[src/include/para_map.svh]
// register offsets, multi-byte register bases and reset values of the monitor
`ifndef PARA_MAP_SVH
`define PARA_MAP_SVH

//---------------------------------------------------------------------------
// register offsets, multi-byte registers are little-endian
//---------------------------------------------------------------------------

// device id strap, read only
`define REG_ID      16'h0000

// threshold, 2 bytes
`define REG_TH      16'h0020
// high confirm time in clocks, 4 bytes
`define REG_HDT     16'h0024
// low confirm time in clocks, 4 bytes
`define REG_LDT     16'h0028
// blanking length in averages, 2 bytes
`define REG_SWT     16'h002c
// hit pulse width in clocks, 2 bytes
`define REG_HWT     16'h002e

// event counters, read only
`define REG_HITS    16'h0030
`define REG_RINGS   16'h0032

// latest average, read only
`define REG_AVE     16'h0050

// debug scratch bytes
`define REG_DBG     16'h0080
`define REG_DBG_N   16'd8

//---------------------------------------------------------------------------
// reset values
//---------------------------------------------------------------------------
`define RST_TH      16'h8000
`define RST_HDT     32'd100000
`define RST_LDT     32'd20000000
`define RST_SWT     16'd4
`define RST_HWT     16'd16
`define RST_DBG(n)  (8'h80 + 8'(n))

`endif

[src/verilog/para_pkg.sv]
// bus, sample, duration and counter typedefs plus the detector state enum
package para_pkg;

	//-----------------------------------------------------------------------
	// byte bus
	//-----------------------------------------------------------------------

	// [21:16] device id, [15:0] register offset
	typedef logic [21:0] bus_addr_t;

	typedef logic [7:0] bus_data_t;

	// strapped per device
	typedef logic [5:0] dev_id_t;

	//-----------------------------------------------------------------------
	// datapath
	//-----------------------------------------------------------------------

	// unsigned sample, also average and threshold
	typedef logic [15:0] sample_t;

	// confirmation times in clocks
	typedef logic [31:0] dur_t;

	// pulse width and blanking length
	typedef logic [15:0] wait_t;

	// hit and ring counts, wrapping
	typedef logic [15:0] count_t;

	// level detector
	typedef enum logic [2:0] {
		DET_LOW,
		DET_RISE,
		DET_HIGH,
		DET_FALL,
		DET_BLANK
	} det_state_t;

endpackage

[src/verilog/para_regs.sv]
// byte bus register block with config registers, debug bytes and read mux
`timescale 1ns/1ns

`include "para_map.svh"

module para_regs import para_pkg::*; (
	input  logic      clk_sys,
	input  logic      rst_n,
	input  dev_id_t   dev_id,
	// byte bus
	input  logic      fx_wr,
	input  bus_addr_t fx_waddr,
	input  bus_data_t fx_data,
	input  logic      fx_rd,
	input  bus_addr_t fx_raddr,
	output bus_data_t fx_q,
	// status in
	input  sample_t   ave,
	input  count_t    hit_cnt,
	input  count_t    ring_cnt,
	// configuration out
	output sample_t   cfg_th,
	output dur_t      cfg_hdt,
	output dur_t      cfg_ldt,
	output wait_t     cfg_swt,
	output wait_t     cfg_hwt
);

	logic        wsel;
	logic        rsel;
	logic        now_wr;
	logic        now_rd;
	logic [15:0] woff;
	logic [15:0] roff;
	logic        wdbg;
	logic        rdbg;
	bus_data_t   dbg [8];

	//-----------------------------------------------------------------------
	// device select
	//-----------------------------------------------------------------------
	assign wsel = (fx_waddr[21:16] == dev_id);
	assign rsel = (fx_raddr[21:16] == dev_id);

	assign now_wr = fx_wr & wsel;
	assign now_rd = fx_rd & rsel;

	assign woff = fx_waddr[15:0];
	assign roff = fx_raddr[15:0];

	// debug window hits
	assign wdbg = (woff >= `REG_DBG) && (woff < `REG_DBG + `REG_DBG_N);
	assign rdbg = (roff >= `REG_DBG) && (roff < `REG_DBG + `REG_DBG_N);

	//-----------------------------------------------------------------------
	// byte writes
	//-----------------------------------------------------------------------
	always_ff @(posedge clk_sys or negedge rst_n) begin
		if (!rst_n) begin
			cfg_th  <= `RST_TH;
			cfg_hdt <= `RST_HDT;
			cfg_ldt <= `RST_LDT;
			cfg_swt <= `RST_SWT;
			cfg_hwt <= `RST_HWT;
			for (int i = 0; i < 8; i++) begin
				dbg[i] <= `RST_DBG(i);
			end
		end else if (now_wr) begin
			if (wdbg) begin
				dbg[woff[2:0]] <= fx_data;
			end
			case (woff)
				`REG_TH          : cfg_th[7:0]    <= fx_data;
				`REG_TH + 16'd1  : cfg_th[15:8]   <= fx_data;
				`REG_HDT         : cfg_hdt[7:0]   <= fx_data;
				`REG_HDT + 16'd1 : cfg_hdt[15:8]  <= fx_data;
				`REG_HDT + 16'd2 : cfg_hdt[23:16] <= fx_data;
				`REG_HDT + 16'd3 : cfg_hdt[31:24] <= fx_data;
				`REG_LDT         : cfg_ldt[7:0]   <= fx_data;
				`REG_LDT + 16'd1 : cfg_ldt[15:8]  <= fx_data;
				`REG_LDT + 16'd2 : cfg_ldt[23:16] <= fx_data;
				`REG_LDT + 16'd3 : cfg_ldt[31:24] <= fx_data;
				`REG_SWT         : cfg_swt[7:0]   <= fx_data;
				`REG_SWT + 16'd1 : cfg_swt[15:8]  <= fx_data;
				`REG_HWT         : cfg_hwt[7:0]   <= fx_data;
				`REG_HWT + 16'd1 : cfg_hwt[15:8]  <= fx_data;
				// id, counters and average are read only
				default : ;
			endcase
		end
	end

	//-----------------------------------------------------------------------
	// registered read mux
	//-----------------------------------------------------------------------
	always_ff @(posedge clk_sys or negedge rst_n) begin
		if (!rst_n) begin
			fx_q <= '0;
		end else if (!now_rd) begin
			// idle bus reads as zero
			fx_q <= '0;
		end else if (rdbg) begin
			fx_q <= dbg[roff[2:0]];
		end else begin
			case (roff)
				`REG_ID            : fx_q <= {2'b00, dev_id};
				`REG_TH            : fx_q <= cfg_th[7:0];
				`REG_TH + 16'd1    : fx_q <= cfg_th[15:8];
				`REG_HDT           : fx_q <= cfg_hdt[7:0];
				`REG_HDT + 16'd1   : fx_q <= cfg_hdt[15:8];
				`REG_HDT + 16'd2   : fx_q <= cfg_hdt[23:16];
				`REG_HDT + 16'd3   : fx_q <= cfg_hdt[31:24];
				`REG_LDT           : fx_q <= cfg_ldt[7:0];
				`REG_LDT + 16'd1   : fx_q <= cfg_ldt[15:8];
				`REG_LDT + 16'd2   : fx_q <= cfg_ldt[23:16];
				`REG_LDT + 16'd3   : fx_q <= cfg_ldt[31:24];
				`REG_SWT           : fx_q <= cfg_swt[7:0];
				`REG_SWT + 16'd1   : fx_q <= cfg_swt[15:8];
				`REG_HWT           : fx_q <= cfg_hwt[7:0];
				`REG_HWT + 16'd1   : fx_q <= cfg_hwt[15:8];
				`REG_HITS          : fx_q <= hit_cnt[7:0];
				`REG_HITS + 16'd1  : fx_q <= hit_cnt[15:8];
				`REG_RINGS         : fx_q <= ring_cnt[7:0];
				`REG_RINGS + 16'd1 : fx_q <= ring_cnt[15:8];
				`REG_AVE           : fx_q <= ave[7:0];
				`REG_AVE + 16'd1   : fx_q <= ave[15:8];
				default            : fx_q <= '0;
			endcase
		end
	end

endmodule

[src/verilog/para_avg.sv]
// block averager over windows of 2**AVG_LOG2 samples
`timescale 1ns/1ns

module para_avg import para_pkg::*; #(
	parameter int AVG_LOG2 = 2
) (
	input  logic    clk_sys,
	input  logic    rst_n,
	input  sample_t sample,
	input  logic    sample_valid,
	output sample_t ave,
	output logic    ave_valid
);

	// accumulator wide enough for a full window without overflow
	localparam int ACC_W = $bits(sample_t) + AVG_LOG2;

	logic [ACC_W-1:0]    acc;
	logic [ACC_W-1:0]    acc_nxt;
	logic [AVG_LOG2-1:0] win_cnt;
	logic                win_full;

	assign acc_nxt  = acc + ACC_W'(sample);
	assign win_full = &win_cnt;

	//-----------------------------------------------------------------------
	// accumulate and count
	//-----------------------------------------------------------------------
	always_ff @(posedge clk_sys or negedge rst_n) begin
		if (!rst_n) begin
			acc     <= '0;
			win_cnt <= '0;
		end else if (sample_valid) begin
			// window counter wraps back to zero on the last sample
			win_cnt <= win_cnt + 1'b1;
			if (win_full) begin
				acc <= '0;
			end else begin
				acc <= acc_nxt;
			end
		end
	end

	//-----------------------------------------------------------------------
	// output average
	//-----------------------------------------------------------------------
	always_ff @(posedge clk_sys or negedge rst_n) begin
		if (!rst_n) begin
			ave       <= '0;
			ave_valid <= 1'b0;
		end else begin
			ave_valid <= 1'b0;
			if (sample_valid && win_full) begin
				// divide by window size, floor
				ave       <= acc_nxt[ACC_W-1:AVG_LOG2];
				ave_valid <= 1'b1;
			end
		end
	end

endmodule

[src/verilog/para_det.sv]
// level detector with rise/fall confirm, hit pulse, blanking and event counters
`timescale 1ns/1ns

module para_det import para_pkg::*; (
	input  logic    clk_sys,
	input  logic    rst_n,
	input  sample_t ave,
	input  logic    ave_valid,
	input  sample_t cfg_th,
	input  dur_t    cfg_hdt,
	input  dur_t    cfg_ldt,
	input  wait_t   cfg_swt,
	input  wait_t   cfg_hwt,
	output logic    hit,
	output count_t  hit_cnt,
	output count_t  ring_cnt
);

	det_state_t state;
	det_state_t state_nxt;
	dur_t       conf_cnt;
	wait_t      blank_cnt;
	wait_t      pulse_cnt;
	logic       above;
	logic       rise_done;
	logic       fall_done;

	assign above     = (ave >= cfg_th);
	assign rise_done = (state == DET_RISE) && above && (conf_cnt >= cfg_hdt);
	assign fall_done = (state == DET_FALL) && !above && (conf_cnt >= cfg_ldt);

	//-----------------------------------------------------------------------
	// next state
	//-----------------------------------------------------------------------
	always_comb begin
		state_nxt = state;
		case (state)
			DET_LOW   : if (above) state_nxt = DET_RISE;
			DET_RISE  : begin
				if (!above) begin
					state_nxt = DET_LOW;
				end else if (rise_done) begin
					state_nxt = DET_HIGH;
				end
			end
			DET_HIGH  : if (!above) state_nxt = DET_FALL;
			DET_FALL  : begin
				if (above) begin
					state_nxt = DET_HIGH;
				end else if (fall_done) begin
					state_nxt = DET_BLANK;
				end
			end
			DET_BLANK : begin
				// zero length leaves after one clock
				if (blank_cnt == '0 || (ave_valid && blank_cnt == 16'd1)) begin
					state_nxt = DET_LOW;
				end
			end
			default   : state_nxt = DET_LOW;
		endcase
	end

	always_ff @(posedge clk_sys or negedge rst_n) begin
		if (!rst_n) begin
			state     <= DET_LOW;
			conf_cnt  <= '0;
			blank_cnt <= '0;
		end else begin
			state <= state_nxt;
			// consecutive clocks on the new side of the threshold
			if (state_nxt == DET_RISE || state_nxt == DET_FALL) begin
				conf_cnt <= (state_nxt == state) ? conf_cnt + 1'b1 : 32'd1;
			end else begin
				conf_cnt <= '0;
			end
			// blanking counts averages, not clocks
			if (fall_done) begin
				blank_cnt <= cfg_swt;
			end else if (state == DET_BLANK && ave_valid && blank_cnt != '0) begin
				blank_cnt <= blank_cnt - 1'b1;
			end
		end
	end

	//-----------------------------------------------------------------------
	// hit pulse and counters
	//-----------------------------------------------------------------------
	always_ff @(posedge clk_sys or negedge rst_n) begin
		if (!rst_n) begin
			hit       <= 1'b0;
			pulse_cnt <= '0;
			hit_cnt   <= '0;
			ring_cnt  <= '0;
		end else begin
			if (rise_done) begin
				hit       <= (cfg_hwt != '0);
				pulse_cnt <= cfg_hwt;
				hit_cnt   <= hit_cnt + 1'b1;
			end else if (pulse_cnt != '0) begin
				// high for exactly cfg_hwt clocks
				hit       <= (pulse_cnt > 16'd1);
				pulse_cnt <= pulse_cnt - 1'b1;
			end
			if (fall_done) begin
				ring_cnt <= ring_cnt + 1'b1;
			end
		end
	end

endmodule

[src/verilog/para_mon_top.sv]
// parameter monitor top with register block, averager and level detector
`timescale 1ns/1ns

module para_mon_top import para_pkg::*; #(
	parameter int AVG_LOG2 = 2
) (
	input  logic      clk_sys,
	input  logic      rst_n,
	input  dev_id_t   dev_id,
	// byte bus
	input  logic      fx_wr,
	input  bus_addr_t fx_waddr,
	input  bus_data_t fx_data,
	input  logic      fx_rd,
	input  bus_addr_t fx_raddr,
	output bus_data_t fx_q,
	// sample stream
	input  sample_t   sample,
	input  logic      sample_valid,
	output logic      hit
);

	sample_t ave;
	logic    ave_valid;
	sample_t cfg_th;
	dur_t    cfg_hdt;
	dur_t    cfg_ldt;
	wait_t   cfg_swt;
	wait_t   cfg_hwt;
	count_t  hit_cnt;
	count_t  ring_cnt;

	para_regs para_regs_inst (
		.clk_sys  (clk_sys),
		.rst_n    (rst_n),
		.dev_id   (dev_id),
		.fx_wr    (fx_wr),
		.fx_waddr (fx_waddr),
		.fx_data  (fx_data),
		.fx_rd    (fx_rd),
		.fx_raddr (fx_raddr),
		.fx_q     (fx_q),
		.ave      (ave),
		.hit_cnt  (hit_cnt),
		.ring_cnt (ring_cnt),
		.cfg_th   (cfg_th),
		.cfg_hdt  (cfg_hdt),
		.cfg_ldt  (cfg_ldt),
		.cfg_swt  (cfg_swt),
		.cfg_hwt  (cfg_hwt)
	);

	para_avg #(
		.AVG_LOG2 (AVG_LOG2)
	) para_avg_inst (
		.clk_sys      (clk_sys),
		.rst_n        (rst_n),
		.sample       (sample),
		.sample_valid (sample_valid),
		.ave          (ave),
		.ave_valid    (ave_valid)
	);

	para_det para_det_inst (
		.clk_sys   (clk_sys),
		.rst_n     (rst_n),
		.ave       (ave),
		.ave_valid (ave_valid),
		.cfg_th    (cfg_th),
		.cfg_hdt   (cfg_hdt),
		.cfg_ldt   (cfg_ldt),
		.cfg_swt   (cfg_swt),
		.cfg_hwt   (cfg_hwt),
		.hit       (hit),
		.hit_cnt   (hit_cnt),
		.ring_cnt  (ring_cnt)
	);

endmodule

[config.mk]
export PLATFORM = sky130hd
export DESIGN_NAME = para_mon_top
export DESIGN_NICKNAME = d
export VERILOG_FILES = /design/src/verilog/para_pkg.sv /design/src/verilog/para_regs.sv /design/src/verilog/para_avg.sv /design/src/verilog/para_det.sv /design/src/verilog/para_mon_top.sv
export VERILOG_INCLUDE_DIRS = /design/src /design/src/include
export SDC_FILE = /design/constraint.sdc
export NUM_CORES = 1
export LEC_CHECK = 0
export BUFFER_PORTS_ARGS = -buffer_cell sky130_fd_sc_hd__buf_4
export CAP_MARGIN = 20
export CELL_PAD_IN_SITES_DETAIL_PLACEMENT = 1
export CELL_PAD_IN_SITES_GLOBAL_PLACEMENT = 2
export CORE_MARGIN = 2
export CORE_UTILIZATION = 42
export CTS_CLUSTER_SIZE = 12
export DETAILED_ROUTE_END_ITERATION = 7
export PLACE_DENSITY_LB_ADDON = 0.25
export REMOVE_ABC_BUFFERS = 1
export SYNTH_ARGS = -nofsm -noshare
export SYNTH_HDL_FRONTEND = slang
export SYNTH_SLANG_ARGS = --single-unit
[constraint.sdc]
create_clock -name clk_sys -period 2.86 [get_ports clk_sys]
set_input_delay 0.572 -clock clk_sys [delete_from_list [all_inputs] [get_ports clk_sys]]
set_output_delay 0.572 -clock clk_sys [all_outputs]
set_load 0.02 [all_outputs]
==> qor.yml <==
floorplan:
  start_util_pct: 42.5
  fp.dieW_um: 210
  rows: 75
  fp.dieH_um: 210
  core_um2: 41900
  io_pins: 88
  die_area_um2: 44000
detailed_routing:
  detail_route.first_pass.iterations: 5
  drt_first_iter_violations: 962
  finalWirelength_um: 59600
  drc: 0
  postRouteAntennaNets: 0
  wl_per_cell_um: 24.3
  routed_via_density: 5.86
  vias: 14400
placement:
  portBuffers: 87
  place_ws_ns: -0.241
  place_inst: 2366
  place_area_um2: 20200
  dp_hpwl_um: 42900
  place.gp.congestion: 0.898
timing:
  fin_crit_sh_pct: 101
  slew_headroom_pct: 35.6
  slew_viol_final: 0
  setup-violations-final: 7
  clock_skew_ns: 0.0245
  fin_ws_ns: -0.0410
  timing.final.hold_violations: 0
  worst_pin_slew_ns: 0.964
  rsz0062_at_grt: "yes"
  fmax_mhz: 345
  fin_crit_ns: 2.90
worst_setup_path:
  critPathMaxStageDelay_ns: 0.41
  crit_path_frequent_cell: "a21oi_2"
  cp_num_buf_inv: 1
  critPathKind: "reg2reg"
  cp_max_fo: 7
  cp_top_family: "compound AO/OA/AOI/OAI gates"
  path_depth: 10
  r2r_cells: 10
  crit_arrival_ns: 3.33
  cp.required_ns: 3.29
  worst_path_max_delay_cell: "a2111o_1"
  crit_path_start_kind: "register"
  end_kind: "register"
  crit_chain: "ha_1 -> nand2b_4 -> a2111o_1 -> a311oi_2 -> a21oi_2 -> a31oi_4 -> and4b_4 -> bufbuf_16 -> a21oi_2 -> o21ai_1"
synthesis:
  ys_seq_area_share_pct: 45.4
  synth_area_um2: 17800
  ys_seq_elements: 321
  syn_avg_cell_area_um2: 10.8
  synthFlopType: "dfrtp_1"
  synth_area_leader_cell: "dfrtp_1"
  synth_area_leaders: "dfrtp_1 (40%), mux2_2 (11%), ha_1 (7.3%)"
  synth_cell_type_count: 80
  netlist.area_leader.share_pct: 39.9
  yosysWarningCount: 0
  synth_edf_count: 0
  syn_inst: 1646
  synthArstFlopShare_pct: 100
finish:
  postLayoutCellArea_um2: 22000
  area_delta_synth_final_pct: 23.7
  fill_cells: 4505
  stdcell_count: 2455
  nets: 2069
  diodes: 0
  drive_above_1_share_pct: 31.9
  multiInputGateArea_um2: 9370
  fin_util_pct: 52.6
  regArea_um2: 8080
clock_network:
  cts_buffers: 39
  htree_levels: 2
  clk_pin_slew_ns: 0.06
  cts_root_buffer: "clkbuf_16"
  cts_buffer_depth: 3
  clk_latency_ns: 0.57
  clock-sinks: 321
  cts_tree: "built"
hold_path:
  min_path_cells: 2
  hold_class: "in2reg"
power_and_ir_drop:
  ir_drop_mv: 0.554
  power.density_nw_per_um2: 581
  leakage_uw: 0.0102
  p_total_uw: 12800
global_routing:
  track_usage_pct: 27.3
  antenna_found_initial: 1
  grt-ovfl-total: 0
  grt_pass1_vias: 15200
  grt_max_degree: 69
  grt_pass1_wl_um: 91600
job:
  cap_violations: 0
status:
  status: "complete, but fails checks"
  violations: "negative setup slack"
## state kept, by name (all words and copies together), names as in the netlist, 18 cells and up
name,cells
para_regs_inst.cfg_hdt,32
para_regs_inst.cfg_ldt,32
para_det_inst.conf_cnt,32
para_regs_inst.dbg,64
para_avg_inst.acc,18
## report_power, final
| group | internal (uW) | switching [uW] |
|---|---|---|
| Sequential | 4810 | 241 |
| Clock | 3150 | 2050 |
| Combinational | 1020 | 1490 |
## worst reg2reg max path: cells and delay by family, from the launching register on
family / cells / cell delay (ns)
compound gates: 6 / 1.37
fa+ha+maj: 1 / 0.30
buf+inv: 1 / 0.29
flops: 1 / 0.38
simple gates: 2 / 0.43
## cells in the mapped netlist (8+ instances only)
cell type	n
o2bb2ai_1	13
nand2_1	138
nor4_1	19
inv_1	94
a221oi_1	17
mux2i_1	12
nor2b_1	13
ha_1	104
mux2_2	170
a21o_1	9
a21oi_1	50
mux4_2	22
nand2b_1	12
dfstp_2	37
clkbuf_1	41
nor2_1	93
xnor2_1	59
a22oi_1	25
nand4_1	42
nor3_1	20
dfrtp_1	284
xor2_1	47
a22o_1	8
o21ai_0	91
and3_1	18
a211oi_1	11
buf_2	15
o31ai_1	15
nand3_1	42
## path summary, 6_finish.rpt
check / startpoint / endpoint / slack (ns)
worst max-delay path: para_regs_inst.cfg_ldt[0] / para_det_inst.blank_cnt[5] / -0.04
worst min-delay path: sample_valid / para_avg_inst.win_cnt[0] / 0.26
worst max register to register: para_regs_inst.cfg_ldt[0] / para_det_inst.blank_cnt[5] / -0.04
worst min register to register: para_avg_inst.win_cnt[0] / para_avg_inst.win_cnt[0] / 0.48
max in group asynchronous: rst_n / para_regs_inst.dbg[26] / 1.47
min in group asynchronous: rst_n / para_det_inst.blank_cnt[3] / 0.58
## metal layers
metal | global-route usage (%) | vias to the layer above | wire length [um]
met5 | 0 | - | 0
met4 | 7.97 | 0 | 1660
met3 | 4.70 | 90 | 2950
met2 | 45.0 | 389 | 28400
met1 | 37.1 | 7422 | 26500
li1 | - | 6487 | -
## cell type report
cell class | instances | share of cell area [%]
Multi-Input combinational cell | 1166 | 42.6
Sequential cell | 321 | 36.7
Timing Repair Buffer | 262 | 9.96
Clock buffer | 58 | 5.22
Tap cell | 539 | 3.06
Inverter | 95 | 1.62
Clock inverter | 14 | 0.870
## layout by cell type, fill, tap and decap left out, types with 8 or more instances in the layout
cell type and count:
clkbuf_16 41, a22oi_1 25, nand2b_1 11, mux2i_1 12, nor3_1 18, xor2_1 47, nor4_1 17, mux4_2 22
o21ai_1 15, buf_12 12, xnor2_1 59, clkbuf_8 8, a22o_1 8, nor2b_1 13, clkbuf_1 10, inv_1 90
a21oi_1 45, and3_1 18, buf_4 241, nor2_1 92, o2bb2ai_1 13, nand3_1 41, o31ai_1 10, o21ai_0 75
mux2_2 170, dfrtp_1 283, a221oi_1 15, nand2_1 138, ha_1 98, nand4_1 42, a21o_1 9, dfstp_2 37
## repair_timing
item	CTS	global route
pin swaps	7	22
hold buffers	1	0
gates cloned	2	2
resized for setup	24	48
endpoints found under the setup margin	83	94
endpoints found under the hold margin	31	0
buffers inserted	4	9
## kinds of logic (layout without fill, tap and decap cells)
logic type | count (synthesis) | count (layout) | share of synthesized area [%]
flops | 321 | 321 | 45.4
simple gates | 450 | 450 | 12.9
mux | 204 | 204 | 14.2
xor+xnor | 106 | 106 | 5.22
compound gates | 301 | 301 | 11.3
buf+inv | 159 | 429 | 3.57
fa+ha+maj | 105 | 105 | 7.42
## per-stage QoR
step	hold slack, ns	TNS, ns
after floorplan	0.276	-44.59
after global placement	0.461	-3.22
after detailed placement	0.474	-7.76
after CTS	0.237	0
after global routing	0.250	-1.16
final	0.262	-0.0940
(Power assumes the default switching activity.)
